File: src/logic/cnn_layer_pkg.sv
package cnn_layer_pkg;

    // ----------------------------------------
    // layer types and field widths
    // ----------------------------------------
    typedef enum logic [1:0] {
        LT_PW  = 2'd0, // pointwise 1x1
        LT_DW  = 2'd1, // depthwise 3x3
        LT_STD = 2'd2, // standard 3x3
        LT_LIN = 2'd3  // linear, treated as 1x1
    } layer_type_e;

    typedef logic [7:0]  dim_t;      // height or width
    typedef logic [10:0] chan_t;     // channel count
    typedef logic [1:0]  pad_t;
    typedef logic [1:0]  stride_t;
    typedef logic [1:0]  ksize_t;
    typedef logic [6:0]  tile_idx_t; // per-axis tile index or count
    typedef logic [13:0] tile_cnt_t; // d_tiles * k_tiles
    typedef logic [31:0] wb_data_t;

    // channel tile sizes
    localparam int unsigned TILE_PW  = 32; // pointwise and linear
    localparam int unsigned TILE_STD = 10; // depthwise and standard

    // ----------------------------------------
    // register map, word addresses
    // ----------------------------------------
    localparam logic [2:0] REG_SHAPE  = 3'd0;
    localparam logic [2:0] REG_CHAN   = 3'd1;
    localparam logic [2:0] REG_CTRL   = 3'd2;
    localparam logic [2:0] REG_RESULT = 3'd3; // read only

    // sequencer states
    typedef enum logic [1:0] {
        S_IDLE,
        S_DECODE,
        S_RUN,
        S_DONE
    } seq_state_e;

endpackage

File: src/logic/layer_desc_if.sv
`timescale 1ns/1ns

// raw descriptor fields, static while a layer runs
interface layer_desc_if;
    cnn_layer_pkg::layer_type_e layer_type;
    cnn_layer_pkg::dim_t        in_r;
    cnn_layer_pkg::dim_t        in_c;
    cnn_layer_pkg::chan_t       in_d;
    cnn_layer_pkg::chan_t       out_k;
    cnn_layer_pkg::stride_t     stride;
    cnn_layer_pkg::pad_t        pad_t;
    cnn_layer_pkg::pad_t        pad_b;
    cnn_layer_pkg::pad_t        pad_l;
    cnn_layer_pkg::pad_t        pad_r;

    modport src (
        output layer_type, in_r, in_c, in_d, out_k,
        output stride, pad_t, pad_b, pad_l, pad_r
    );

    modport dst (
        input layer_type, in_r, in_c, in_d, out_k,
        input stride, pad_t, pad_b, pad_l, pad_r
    );
endinterface

File: src/logic/desc_regfile.sv
`timescale 1ns/1ns

module desc_regfile (
    input  logic                    clk,
    input  logic                    rst_n,
    input  logic                    wb_cyc_i,
    input  logic                    wb_stb_i,
    input  logic                    wb_we_i,
    input  logic [2:0]              wb_adr_i,
    input  cnn_layer_pkg::wb_data_t wb_dat_i,
    output cnn_layer_pkg::wb_data_t wb_dat_o,
    output logic                    wb_ack_o,
    layer_desc_if.src               desc,
    input  logic                    busy_i,
    input  logic                    done_i,
    input  cnn_layer_pkg::dim_t     out_r_i,
    input  cnn_layer_pkg::dim_t     out_c_i,
    input  cnn_layer_pkg::tile_cnt_t tile_n_i,
    output logic                    start_o
);

    logic                    wb_req;
    logic                    wr_en;
    cnn_layer_pkg::wb_data_t rd_data;

    // new request only while no ack is out
    assign wb_req = wb_cyc_i && wb_stb_i && !wb_ack_o;
    assign wr_en  = wb_req && wb_we_i;

    assign start_o = wr_en && (wb_adr_i == cnn_layer_pkg::REG_CTRL) && wb_dat_i[0]
                     && !busy_i; // dropped while a layer runs

    // ----------------------------------------
    // descriptor storage
    // ----------------------------------------
    always_ff @(posedge clk) begin
        if (wr_en && wb_adr_i == cnn_layer_pkg::REG_SHAPE) begin
            desc.in_r       <= wb_dat_i[7:0];
            desc.in_c       <= wb_dat_i[15:8];
            desc.layer_type <= cnn_layer_pkg::layer_type_e'(wb_dat_i[17:16]);
            desc.stride     <= wb_dat_i[19:18];
            desc.pad_t      <= wb_dat_i[21:20];
            desc.pad_b      <= wb_dat_i[23:22];
            desc.pad_l      <= wb_dat_i[25:24];
            desc.pad_r      <= wb_dat_i[27:26];
        end
        if (wr_en && wb_adr_i == cnn_layer_pkg::REG_CHAN) begin
            desc.in_d  <= wb_dat_i[10:0];
            desc.out_k <= wb_dat_i[26:16];
        end
    end

    // read mux
    always_comb begin
        unique case (wb_adr_i)
            cnn_layer_pkg::REG_SHAPE:
                rd_data = {4'd0, desc.pad_r, desc.pad_l, desc.pad_b, desc.pad_t,
                           desc.stride, desc.layer_type, desc.in_c, desc.in_r};
            cnn_layer_pkg::REG_CHAN:
                rd_data = {5'd0, desc.out_k, 5'd0, desc.in_d};
            cnn_layer_pkg::REG_CTRL:
                rd_data = {30'd0, done_i, busy_i};
            cnn_layer_pkg::REG_RESULT:
                rd_data = {2'd0, tile_n_i, out_c_i, out_r_i};
            default:
                rd_data = '0; // unmapped
        endcase
    end

    // ----------------------------------------
    // single cycle ack
    // ----------------------------------------
    always_ff @(posedge clk or negedge rst_n) begin
        if (!rst_n) begin
            wb_ack_o <= 1'b0;
            wb_dat_o <= '0;
        end else begin
            wb_ack_o <= wb_req;
            if (wb_req) begin
                wb_dat_o <= rd_data;
            end
        end
    end

    // an accepted start makes the sequencer busy on the next edge
    a_start_busy: assert property (@(posedge clk) disable iff (!rst_n)
        start_o |=> busy_i);

endmodule

File: src/logic/tile_count_calc.sv
`timescale 1ns/1ns

module tile_count_calc (
    input  cnn_layer_pkg::layer_type_e layer_type_i,
    input  cnn_layer_pkg::chan_t       in_d_i,
    input  cnn_layer_pkg::chan_t       out_k_i,
    output cnn_layer_pkg::tile_idx_t   d_tiles_o,
    output cnn_layer_pkg::tile_idx_t   k_tiles_o,
    output cnn_layer_pkg::tile_cnt_t   tile_n_o
);

    logic        small_tile;
    logic [11:0] d_ceil; // spare bit for the rounding add
    logic [11:0] k_ceil;

    assign small_tile = (layer_type_i == cnn_layer_pkg::LT_DW) ||
                        (layer_type_i == cnn_layer_pkg::LT_STD);

    // ceiling division by the type's tile size
    always_comb begin
        if (small_tile) begin
            d_ceil = ({1'b0, in_d_i} + 12'(cnn_layer_pkg::TILE_STD - 1))
                     / 12'(cnn_layer_pkg::TILE_STD);
            k_ceil = ({1'b0, out_k_i} + 12'(cnn_layer_pkg::TILE_STD - 1))
                     / 12'(cnn_layer_pkg::TILE_STD);
        end else begin
            d_ceil = ({1'b0, in_d_i} + 12'(cnn_layer_pkg::TILE_PW - 1))
                     / 12'(cnn_layer_pkg::TILE_PW);
            k_ceil = ({1'b0, out_k_i} + 12'(cnn_layer_pkg::TILE_PW - 1))
                     / 12'(cnn_layer_pkg::TILE_PW);
        end
    end

    // counts above 127 per axis wrap
    assign d_tiles_o = cnn_layer_pkg::tile_idx_t'(d_ceil);

    // depthwise keeps each channel in its own group, one k tile
    assign k_tiles_o = (layer_type_i == cnn_layer_pkg::LT_DW)
                       ? cnn_layer_pkg::tile_idx_t'(out_k_i != '0)
                       : cnn_layer_pkg::tile_idx_t'(k_ceil);

    assign tile_n_o = d_tiles_o * k_tiles_o; // zero if either axis is empty

endmodule

File: src/logic/layer_decoder.sv
`timescale 1ns/1ns

module layer_decoder (
    input  logic                      clk,
    input  logic                      rst_n,
    input  logic                      decode_en_i,
    layer_desc_if.dst                 desc,
    output cnn_layer_pkg::dim_t       out_r_o,
    output cnn_layer_pkg::dim_t       out_c_o,
    output cnn_layer_pkg::tile_idx_t  d_tiles_o,
    output cnn_layer_pkg::tile_idx_t  k_tiles_o,
    output cnn_layer_pkg::tile_cnt_t  tile_n_o
);

    cnn_layer_pkg::ksize_t    ksize;
    cnn_layer_pkg::stride_t   stride_eff;
    logic [8:0]               padded_r; // in + two pads can pass 255
    logic [8:0]               padded_c;
    cnn_layer_pkg::dim_t      out_r;
    cnn_layer_pkg::dim_t      out_c;
    cnn_layer_pkg::tile_idx_t d_tiles;
    cnn_layer_pkg::tile_idx_t k_tiles;
    cnn_layer_pkg::tile_cnt_t tile_n;

    // floor((padded - k) / s) + 1, zero when the kernel does not fit
    function automatic cnn_layer_pkg::dim_t out_dim(
        input logic [8:0]             padded,
        input cnn_layer_pkg::ksize_t  k,
        input cnn_layer_pkg::stride_t s
    );
        logic [8:0] full;
        if (padded < 9'(k)) begin
            full = '0;
        end else begin
            full = (padded - 9'(k)) / 9'(s) + 9'd1;
        end
        return cnn_layer_pkg::dim_t'(full);
    endfunction

    // ----------------------------------------
    // geometry
    // ----------------------------------------
    assign ksize = (desc.layer_type == cnn_layer_pkg::LT_PW ||
                    desc.layer_type == cnn_layer_pkg::LT_LIN) ? 2'd1 : 2'd3;

    assign stride_eff = (desc.stride == 2'd0) ? 2'd1 : desc.stride; // 0 means 1

    assign padded_r = {1'b0, desc.in_r} + 9'(desc.pad_t) + 9'(desc.pad_b);
    assign padded_c = {1'b0, desc.in_c} + 9'(desc.pad_l) + 9'(desc.pad_r);

    assign out_r = out_dim(padded_r, ksize, stride_eff);
    assign out_c = out_dim(padded_c, ksize, stride_eff);

    tile_count_calc i_tile_count_calc (
        .layer_type_i (desc.layer_type),
        .in_d_i       (desc.in_d),
        .out_k_i      (desc.out_k),
        .d_tiles_o    (d_tiles),
        .k_tiles_o    (k_tiles),
        .tile_n_o     (tile_n)
    );

    // latched once per layer
    always_ff @(posedge clk or negedge rst_n) begin
        if (!rst_n) begin
            out_r_o   <= '0;
            out_c_o   <= '0;
            d_tiles_o <= '0;
            k_tiles_o <= '0;
            tile_n_o  <= '0;
        end else if (decode_en_i) begin
            out_r_o   <= out_r;
            out_c_o   <= out_c;
            d_tiles_o <= d_tiles;
            k_tiles_o <= k_tiles;
            tile_n_o  <= tile_n;
        end
    end

    // a layer only decodes a fully written descriptor
    a_desc_known: assert property (@(posedge clk) disable iff (!rst_n)
        decode_en_i |-> !$isunknown({desc.layer_type, desc.in_r, desc.in_c, desc.in_d,
                                     desc.out_k, desc.stride, desc.pad_t, desc.pad_b,
                                     desc.pad_l, desc.pad_r}));

endmodule

File: src/logic/layer_seq_fsm.sv
`timescale 1ns/1ns

module layer_seq_fsm (
    input  logic clk,
    input  logic rst_n,
    input  logic start_i,
    input  logic last_tile_i,  // final pair transferring
    input  logic no_tiles_i,   // decoded tile_n is zero
    output logic decode_en_o,
    output logic issue_en_o,
    output logic counter_clear_o,
    output logic busy_o,
    output logic done_o,
    output logic irq_o
);

    cnn_layer_pkg::seq_state_e state_q;
    cnn_layer_pkg::seq_state_e state_d;
    logic                      done_q;

    // ----------------------------------------
    // next state
    // ----------------------------------------
    always_comb begin
        state_d = state_q;
        unique case (state_q)
            cnn_layer_pkg::S_IDLE: begin
                if (start_i) begin
                    state_d = cnn_layer_pkg::S_DECODE;
                end
            end
            cnn_layer_pkg::S_DECODE: begin
                state_d = cnn_layer_pkg::S_RUN;
            end
            cnn_layer_pkg::S_RUN: begin
                // an empty layer leaves at once without issuing
                if (no_tiles_i || last_tile_i) begin
                    state_d = cnn_layer_pkg::S_DONE;
                end
            end
            cnn_layer_pkg::S_DONE: begin
                state_d = start_i ? cnn_layer_pkg::S_DECODE : cnn_layer_pkg::S_IDLE;
            end
            default: state_d = cnn_layer_pkg::S_IDLE;
        endcase
    end

    always_ff @(posedge clk or negedge rst_n) begin
        if (!rst_n) begin
            state_q <= cnn_layer_pkg::S_IDLE;
            done_q  <= 1'b0;
        end else begin
            state_q <= state_d;
            if (state_d == cnn_layer_pkg::S_DECODE) begin
                done_q <= 1'b0;            // new layer clears done
            end else if (state_d == cnn_layer_pkg::S_DONE) begin
                done_q <= 1'b1;            // sticky until next start
            end
        end
    end

    assign decode_en_o     = (state_q == cnn_layer_pkg::S_DECODE);
    assign counter_clear_o = (state_q == cnn_layer_pkg::S_DECODE);
    assign issue_en_o      = (state_q == cnn_layer_pkg::S_RUN) && !no_tiles_i;
    assign busy_o          = (state_q == cnn_layer_pkg::S_DECODE) ||
                             (state_q == cnn_layer_pkg::S_RUN);
    assign done_o          = done_q;
    assign irq_o           = done_q;

endmodule

File: src/logic/tile_counter.sv
`timescale 1ns/1ns

module tile_counter (
    input  logic                     clk,
    input  logic                     rst_n,
    input  logic                     clear_i,
    input  logic                     issue_en_i,
    input  cnn_layer_pkg::tile_idx_t d_tiles_i,
    input  cnn_layer_pkg::tile_idx_t k_tiles_i,
    input  logic                     tile_ready_i,
    output logic                     tile_valid_o,
    output cnn_layer_pkg::tile_idx_t tile_d_idx_o,
    output cnn_layer_pkg::tile_idx_t tile_k_idx_o,
    output logic                     last_tile_o
);

    logic fire;
    logic k_last;
    logic d_last;

    assign tile_valid_o = issue_en_i;
    assign fire         = issue_en_i && tile_ready_i;
    assign k_last       = (tile_k_idx_o == k_tiles_i - 7'd1);
    assign d_last       = (tile_d_idx_o == d_tiles_i - 7'd1);
    assign last_tile_o  = fire && k_last && d_last;

    // k fastest, carry into d
    always_ff @(posedge clk or negedge rst_n) begin
        if (!rst_n) begin
            tile_d_idx_o <= '0;
            tile_k_idx_o <= '0;
        end else if (clear_i) begin
            tile_d_idx_o <= '0;
            tile_k_idx_o <= '0;
        end else if (fire) begin
            if (k_last) begin
                tile_k_idx_o <= '0;
                tile_d_idx_o <= d_last ? '0 : tile_d_idx_o + 7'd1;
            end else begin
                tile_k_idx_o <= tile_k_idx_o + 7'd1;
            end
        end
    end

    a_hold_on_stall: assert property (@(posedge clk) disable iff (!rst_n)
        tile_valid_o && !tile_ready_i |=> $stable(tile_d_idx_o) && $stable(tile_k_idx_o));

endmodule

File: src/logic/accel_ctrl_top.sv
`timescale 1ns/1ns

module accel_ctrl_top (
    input  logic                     clk,
    input  logic                     rst_n,
    input  logic                     wb_cyc_i,
    input  logic                     wb_stb_i,
    input  logic                     wb_we_i,
    input  logic [2:0]               wb_adr_i,
    input  cnn_layer_pkg::wb_data_t  wb_dat_i,
    output cnn_layer_pkg::wb_data_t  wb_dat_o,
    output logic                     wb_ack_o,
    output logic                     tile_valid_o,
    input  logic                     tile_ready_i,
    output cnn_layer_pkg::tile_idx_t tile_d_idx_o,
    output cnn_layer_pkg::tile_idx_t tile_k_idx_o,
    output logic                     irq_o
);

    // ----------------------------------------
    // internal wires
    // ----------------------------------------
    logic                     start;
    logic                     busy;
    logic                     done;
    logic                     decode_en;
    logic                     issue_en;
    logic                     counter_clear;
    logic                     last_tile;
    logic                     no_tiles;
    cnn_layer_pkg::dim_t      out_r;
    cnn_layer_pkg::dim_t      out_c;
    cnn_layer_pkg::tile_idx_t d_tiles;
    cnn_layer_pkg::tile_idx_t k_tiles;
    cnn_layer_pkg::tile_cnt_t tile_n;

    layer_desc_if desc_bus ();

    assign no_tiles = (tile_n == '0);

    desc_regfile i_desc_regfile (
        .clk      (clk),
        .rst_n    (rst_n),
        .wb_cyc_i (wb_cyc_i),
        .wb_stb_i (wb_stb_i),
        .wb_we_i  (wb_we_i),
        .wb_adr_i (wb_adr_i),
        .wb_dat_i (wb_dat_i),
        .wb_dat_o (wb_dat_o),
        .wb_ack_o (wb_ack_o),
        .desc     (desc_bus.src),
        .busy_i   (busy),
        .done_i   (done),
        .out_r_i  (out_r),
        .out_c_i  (out_c),
        .tile_n_i (tile_n),
        .start_o  (start)
    );

    layer_decoder i_layer_decoder (
        .clk         (clk),
        .rst_n       (rst_n),
        .decode_en_i (decode_en),
        .desc        (desc_bus.dst),
        .out_r_o     (out_r),
        .out_c_o     (out_c),
        .d_tiles_o   (d_tiles),
        .k_tiles_o   (k_tiles),
        .tile_n_o    (tile_n)
    );

    layer_seq_fsm i_layer_seq_fsm (
        .clk             (clk),
        .rst_n           (rst_n),
        .start_i         (start),
        .last_tile_i     (last_tile),
        .no_tiles_i      (no_tiles),
        .decode_en_o     (decode_en),
        .issue_en_o      (issue_en),
        .counter_clear_o (counter_clear),
        .busy_o          (busy),
        .done_o          (done),
        .irq_o           (irq_o)
    );

    tile_counter i_tile_counter (
        .clk          (clk),
        .rst_n        (rst_n),
        .clear_i      (counter_clear),
        .issue_en_i   (issue_en),
        .d_tiles_i    (d_tiles),
        .k_tiles_i    (k_tiles),
        .tile_ready_i (tile_ready_i),
        .tile_valid_o (tile_valid_o),
        .tile_d_idx_o (tile_d_idx_o),
        .tile_k_idx_o (tile_k_idx_o),
        .last_tile_o  (last_tile)
    );

endmodule

File: config.mk
export PLATFORM = sky130hd
export DESIGN_NAME = accel_ctrl_top
export DESIGN_NICKNAME = d
export VERILOG_FILES = /design/src/logic/cnn_layer_pkg.sv /design/src/logic/layer_desc_if.sv /design/src/logic/desc_regfile.sv /design/src/logic/tile_count_calc.sv /design/src/logic/layer_decoder.sv /design/src/logic/layer_seq_fsm.sv /design/src/logic/tile_counter.sv /design/src/logic/accel_ctrl_top.sv
export SDC_FILE = /design/constraint.sdc
export NUM_CORES = 1
export LEC_CHECK = 0
export BUFFER_PORTS_ARGS = -buffer_cell sky130_fd_sc_hd__buf_4
export CORE_MARGIN = 1.5
export CORE_UTILIZATION = 45
export DETAILED_ROUTE_END_ITERATION = 8
export PLACE_DENSITY = 0.72
export SYNTH_ARGS = -nofsm -noshare
export SYNTH_HDL_FRONTEND = slang
export SYNTH_SLANG_ARGS = --single-unit
File: constraint.sdc
create_clock -name clk -period 16.4 [get_ports clk]
set_input_delay 1.64 -clock clk [delete_from_list [all_inputs] [get_ports clk]]
set_output_delay 1.64 -clock clk [all_outputs]
set_load 0.05 [all_outputs]
**Yosys cells after proc, flatten, opt, wreduce, memory -nomap -nowiden**

Cells that the tools add are included.

- Bits of input ports: 41
- Output and inout bits: 49
- Flip-flop bits (word level): 144
- Word-level logic and storage cells: 107

- Div/mod/pow operators: 4
- $add $sub $neg: 16
- Reductions and logical operators: 29
- $mul: 1
- Equality and inequality tests: 13
- Mux-type cells: 21
- Order comparisons: 2

Operator list:

| cell | count |
|---|---|
| $pmux W30 S4 | 1 |
| $mux W7 | 10 |
| $add A11 B4 Y12 const B | 2 |
| $add A11 B5 Y12 const B | 2 |
| $div A12 B4 Y12 const B | 2 |
| $add A8 B2 Y9 | 2 |
| $add A9 B2 Y9 | 2 |
| $div A9 B2 Y9 | 2 |
| $lt A9 B2 Y1 | 2 |
| $sub A9 B2 Y9 | 2 |
| $add A8 B1 Y8 const B | 2 |
| $mux W8 | 2 |
| $add A7 B1 Y7 const B | 2 |
| $eq A7 B7 Y1 | 2 |
| $logic_not A14 Y1 | 1 |
| $mul A7 B7 Y14 | 1 |
| $sub A7 B1 Y7 const B | 2 |
| $logic_and A1 B1 Y1 | 12 |
| $reduce_bool A11 Y1 | 1 |
| $eq A2 B2 Y1 const B | 5 |
| $mux W2 | 4 |
| $pmux W2 S4 | 1 |
| $eq A2 B1 Y1 const B | 3 |
| $eq A3 B2 Y1 const B | 2 |
| other kinds (8) | 19 |

**Longest topological paths before layout**

- Depth in word-level cells: 12
- Gate-level depth with buffers: 80

**Modules after synthesis**

From an unflattened synthesis, not the netlist that was laid out.

- Cell total of the unflattened synthesis: 1704
- Area, all modules: 15160.8 um^2

Modules (own cells, without submodules):

| module | area each (um^2) | times used | cells an instance | sequential area each (um^2) |
|---|---|---|---|---|
| layer_decoder | 5891.9 | 1 | 712 | 1101.1 |
| tile_count_calc | 4475.5 | 1 | 617 | 0.0 |
| desc_regfile | 3195.6 | 1 | 194 | 2277.2 |
| tile_counter | 1331.3 | 1 | 155 | 350.3 |
| layer_seq_fsm | 235.2 | 1 | 21 | 75.1 |
| accel_ctrl_top | 31.3 | 1 | 5 | 0.0 |

**Worst setup path before layout**

OpenSTA, ideal clock, no wires.

- Path kind: register to register
- Start point: register i_desc_regfile.desc.in_c[1]
- End point: register i_layer_decoder.out_c_o[6]
- Arrival time: 15.353 ns
- Stages on the path, launching flop included: 73
- Buffers on the path: 1
- Slack: 0.915 ns
- Required time: 16.268 ns
- Path through: edfxtp_1 > fa_1 > ha_1 > inv_1 > fa_1 > and2b_1 > nand3_1 > a2111o_1 > or2_1 > o31ai_1 > ha_1 > nor3b_1 > a21o_1 > ha_1 > nand3_1 > nor2_1 > and3_1 > a31o_2 > [37 not listed] > ha_1 > nor2b_1 > nor3_1 > a22o_1 > and3_1 > inv_2 > nor2_1 > a21oi_1 > ha_1 > a21oi_1 > nand3_1 > or4_1 > a221oi_2 > o211ai_1 > ha_1 > nand3_1 > xor2_1 > o2bb2ai_1

- Cells in the longest elaborated chain, start to end: 6
- Elaborated cells between the ends (all ways): 7

RTL lines:

| item | RTL line | RTL |
|---|---|---|
| start: declaration | layer_desc_if.sv:17 | `output layer_type, in_r, in_c, in_d, out_k,` |
| start signal: assignment | desc_regfile.sv:39 | `desc.in_c <= wb_dat_i[15:8];` |
| $add A8 B2 Y9 (*) | layer_decoder.sv:49 | `assign padded_c = {1'b0, desc.in_c} + 9'(desc.pad_l) + 9'(desc.pad_r);` |
| $add A9 B2 Y9 (*) | layer_decoder.sv:49 |  |
| $sub A9 B2 Y9 | layer_decoder.sv:35 | `full = (padded - 9'(k)) / 9'(s) + 9'd1;` |
| $div A9 B2 Y9 | layer_decoder.sv:35 |  |
| $add A8 B1 Y8 | layer_decoder.sv:35 |  |
| $mux W8 (*) | layer_decoder.sv:32 | `if (padded < 9'(k)) begin` |
| end signal: assignment | layer_decoder.sv:73 | `out_c_o <= out_c;` |
| end: declaration | layer_decoder.sv:9 | `output cnn_layer_pkg::dim_t out_c_o,` |

Every way passes the cells marked *; elsewhere a longest branch is shown, timed or not.
A chain may end at the register's enable or synchronous reset.

**Worst setup path in the final report**

- Start point: register i_desc_regfile.desc.pad_l[1]
- End point: register i_layer_decoder.out_c_o[6]

- Cells in the longest elaborated chain, start to end: 6
- Elaborated cells between the ends (all ways): 7

RTL lines:

| item | RTL line | RTL |
|---|---|---|
| start: declaration | layer_desc_if.sv:18 | `output stride, pad_t, pad_b, pad_l, pad_r` |
| start signal: assignment | desc_regfile.sv:44 | `desc.pad_l <= wb_dat_i[25:24];` |
| $add A8 B2 Y9 (*) | layer_decoder.sv:49 |  |
| $add A9 B2 Y9 (*) | layer_decoder.sv:49 |  |
| $sub A9 B2 Y9 | layer_decoder.sv:35 |  |
| $div A9 B2 Y9 | layer_decoder.sv:35 |  |
| $add A8 B1 Y8 | layer_decoder.sv:35 |  |
| $mux W8 (*) | layer_decoder.sv:32 |  |

Marked as above.

==> impl_metrics.toml <==
[run_status]
outcome = "complete, no violations"

[critical_path]
cp_max_fo = 6
crit_start = "i_desc_regfile.desc.pad_l[1]$_DFFE_PP_"
reg2reg_to = "i_layer_decoder.out_c_o[6]$_DFFE_PN0N_"
r2r_setup_slack_ns = 0.69
crit_end = "i_layer_decoder.out_c_o[6]$_DFFE_PN0N_"
crit_type = "reg -> reg"
start_kind = "flop"
slowest_delay_ns = 0.58
endpoint_kind = "flop"
slowest_stage = "or4_1"
timing.critical_path.mode_cell = "ha_1"
reg2regPathDepth = 73
crit_arrival_ns = 16.03
reg2reg_from = "i_desc_regfile.desc.pad_l[1]$_DFFE_PP_"
critical_path_required_ns = 16.72

[floorplanning]
die_width_um = 179.8
start_util = 0.4588
rows = 64
dieArea_um2 = 32340
core-area_um2 = 30670
pin_count = 90
die_y_um = 179.8

[job]
maxCapViolations = 0

[global_route]
grt_use_total = 0.2370
gr-max-usage-layer = "met2"
met3_usage = 0.02613
grt_pass1_wl_mm = 63.06
grtUsageMet1 = 0.3295
grt_pass1_vias = 11977
gr-total-overflow = 0
grt_max_degree = 59
grt_use_met2 = 0.3938
antenna_found_initial = 1

[sta]
clock.fmax_ghz = 0.06367
max_slew_margin = 0.1163
period_share = 0.9577
period_minus_slack_ns = 15.71
final_hold_viol_count = 0
whs_ns = 0.4864
slew_violations = 0
skew_ns = 0.01035
finalSetupViolCount = 0
worstMarginPinSlew_ns = 1.318

[synthesis]
synth_top_area_share = 0.1636
synthArstFlopShare = 0.6479
synth_cells = 1610
synth_edf_count = 50
netlist_area_um2 = 14070
syn_avg_cell_area_um2 = 8.740
yosysTopAreaCell = "dfrtp_1"
yosysUniqueCellTypes = 110
synth_warnings = 0
yosysSeqAreaShare = 0.2703
ys.flop_type = "dfrtp_1"
yosys_register_bits = 142
synthTopCellsByArea = "dfrtp_1, edfxtp_1, ha_1"

[power_and_ir_drop]
finalPower_uw = 1363
power-per-cell-area_nw_per_um2 = 85.70
p_leak_uw = 0.006830
ir_drop_v = 0.00008647

[placed_design]
gp_congestion = 0.8878
numPortBuffers = 83
place_area_um2 = 15150
dp_hpwl_mm = 29.53

[clocking]
htreeDepth = 4
cts_tree = "done"
cts_root_buf = "clkbuf_16"
clockBufferDepth = 2
clk_latency_ns = 0.44
clock-sinks = 142
cts_made_buffers = 17
clk_pin_slew_ns = 0.07
ctsHoldBuffers = 0

[routing]
drc_errors = 0
vias_per_cell = 6.077
post_drt_wl_per_cell_um = 18.58
dr.pass1.iters = 6
drt-initial-drc-count = 1004
wl_mm = 39.00
vias = 12756
ant_nets = 0

[finish]
final_cell_area_um2 = 15900
layout_commonest_cell = "nand2_1"
utilization = 0.5185
n_fill_cell = 2837
area_delta_synth_final_pct = 13.02
n_antenna_cell = 0
nets = 1862
drive_gt1_frac = 0.1674
mostFrequentLayoutCells = "nand2_1, nor2_1, buf_4"

[worst_hold_path]
hold_class = "reg -> reg"
==> final cells by class <==
class / instances / area [µm²] / share of cell area
Inverter: 101 / 379.1 / 0.02384
Multi-Input combinational cell: 1306 / 9748 / 0.6130
Tap cell: 396 / 495.5 / 0.03116
Timing Repair Buffer: 122 / 915.9 / 0.05759
Clock buffer: 18 / 439.2 / 0.02762
Sequential cell: 142 / 3804 / 0.2392
Clock inverter: 14 / 121.4 / 0.007632
==> critical path: cells and delay by family, from the launching register on <==
family | cells | cell delay, ns
mux | 1 | 0.12
fa+ha+maj | 13 | 3.94
xor+xnor | 1 | 0.15
simple gates | 27 | 5.48
buf+inv | 5 | 0.56
flops | 1 | 0.50
compound gates | 26 | 4.83
==> cells by family (layout without fill, tap and decap cells) <==
family / count (synthesis) / after routing / share of synthesized area
and+or+nand+nor: 564 / 564 / 0.2045
xor gates and xnor gates: 106 / 106 / 0.06651
muxes: 70 / 70 / 0.05593
DFF: 142 / 142 / 0.2703
AOI/OAI and AO/OA: 427 / 427 / 0.2185
adders and majority gates: 137 / 137 / 0.1389
other: 1 / 2 / 0.0002665
buffers and inverters: 163 / 255 / 0.04508
==> what timing repair did <==
item	4_1_cts	5_1_grt
pin swaps	0	9
buffers inserted	0	13
gates resized for setup	1	24
gates cloned	0	0
endpoints found under the setup margin	3	16
==> worst min path at each step <==
stage	start	endpoint	cells past startpoint
2_1_floorplan	i_layer_decoder.out_c_o[0]$_DFFE_PN0N_	i_layer_decoder.out_c_o[0]$_DFFE_PN0N_	1
3_3_place_gp	i_desc_regfile.wb_dat_o[19]$_DFFE_PN0P_	i_desc_regfile.wb_dat_o[19]$_DFFE_PN0P_	2
3_5_place_dp	i_desc_regfile.wb_dat_o[24]$_DFFE_PN0P_	i_desc_regfile.wb_dat_o[24]$_DFFE_PN0P_	2
4_1_cts	i_desc_regfile.wb_dat_o[24]$_DFFE_PN0P_	i_desc_regfile.wb_dat_o[24]$_DFFE_PN0P_	2
5_1_grt	i_layer_decoder.out_c_o[1]$_DFFE_PN0N_	i_layer_decoder.out_c_o[1]$_DFFE_PN0N_	1
6_report	i_desc_regfile.wb_dat_o[24]$_DFFE_PN0P_	i_desc_regfile.wb_dat_o[24]$_DFFE_PN0P_	2
==> synth_stat cells, drive strengths merged, types with 20 or more instances <==
| cell type | count |
|---|---|
| nor2 | 129 |
| mux2 | 49 |
| a211oi | 23 |
| nand3 | 51 |
| and3 | 23 |
| ha | 97 |
| edfxtp | 50 |
| a21oi | 72 |
| nand4 | 25 |
| inv | 101 |
| o21ai | 94 |
| nand2 | 145 |
| nor3 | 44 |
| xor2 | 32 |
| a22oi | 30 |
| a21o | 20 |
| or2 | 22 |
| fa | 34 |
| xnor2 | 74 |
| dfrtp | 92 |
| and2 | 24 |
| clkbuf | 44 |
==> report_power, final <==
| part | total [µW] | switching (µW) | internal [µW] |
|---|---|---|---|
| registers | 504 | 69.2 | 435 |
| logic | 485 | 277 | 208 |
| clock network | 374 | 171 | 203 |
==> per-layer routing <==
| layer | vias up | wire [µm] | share of wire |
|---|---|---|---|
| met5 | - | 13 | 0.00033 |
| met4 | 2 | 549 | 0.014 |
| met3 | 54 | 2159 | 0.055 |
| met2 | 412 | 18490 | 0.47 |
| met1 | 6202 | 17790 | 0.46 |
| li1 | 6086 | - | - |
==> per-stage QoR <==
stage          setup TNS [ns]  setup slack (ns)  std cells
2_1_floorplan               0            0.9147       1611
5_1_grt               -0.1294          -0.06612       2099
4_1_cts                     0           0.04176       2086
3_5_place_dp         -0.05465          -0.02918       2054
6_report                    0            0.6937       2099
3_3_place_gp                0            0.3788       2054
==> flip-flops by register name (all words and copies together) (netlist names), 2 cells and up <==
name and count:
i_desc_regfile.desc.stride 2, i_desc_regfile.desc.pad_l 2, i_desc_regfile.desc.layer_type 2, i_desc_regfile.desc.in_r 8
i_tile_counter.tile_d_idx_o 7, i_desc_regfile.desc.pad_t 2, i_layer_decoder.out_r_o 8, i_desc_regfile.desc.out_k 11
i_desc_regfile.desc.pad_r 2, i_layer_decoder.out_c_o 8, i_layer_decoder.d_tiles_o 7, i_desc_regfile.desc.in_c 8
i_layer_seq_fsm.state_q 2, i_desc_regfile.desc.in_d 11, i_layer_decoder.k_tiles_o 7, i_layer_decoder.tile_n_o 14
i_desc_regfile.wb_dat_o 30, i_tile_counter.tile_k_idx_o 7, i_desc_regfile.desc.pad_b 2
(Power assumes the default switching activity.)
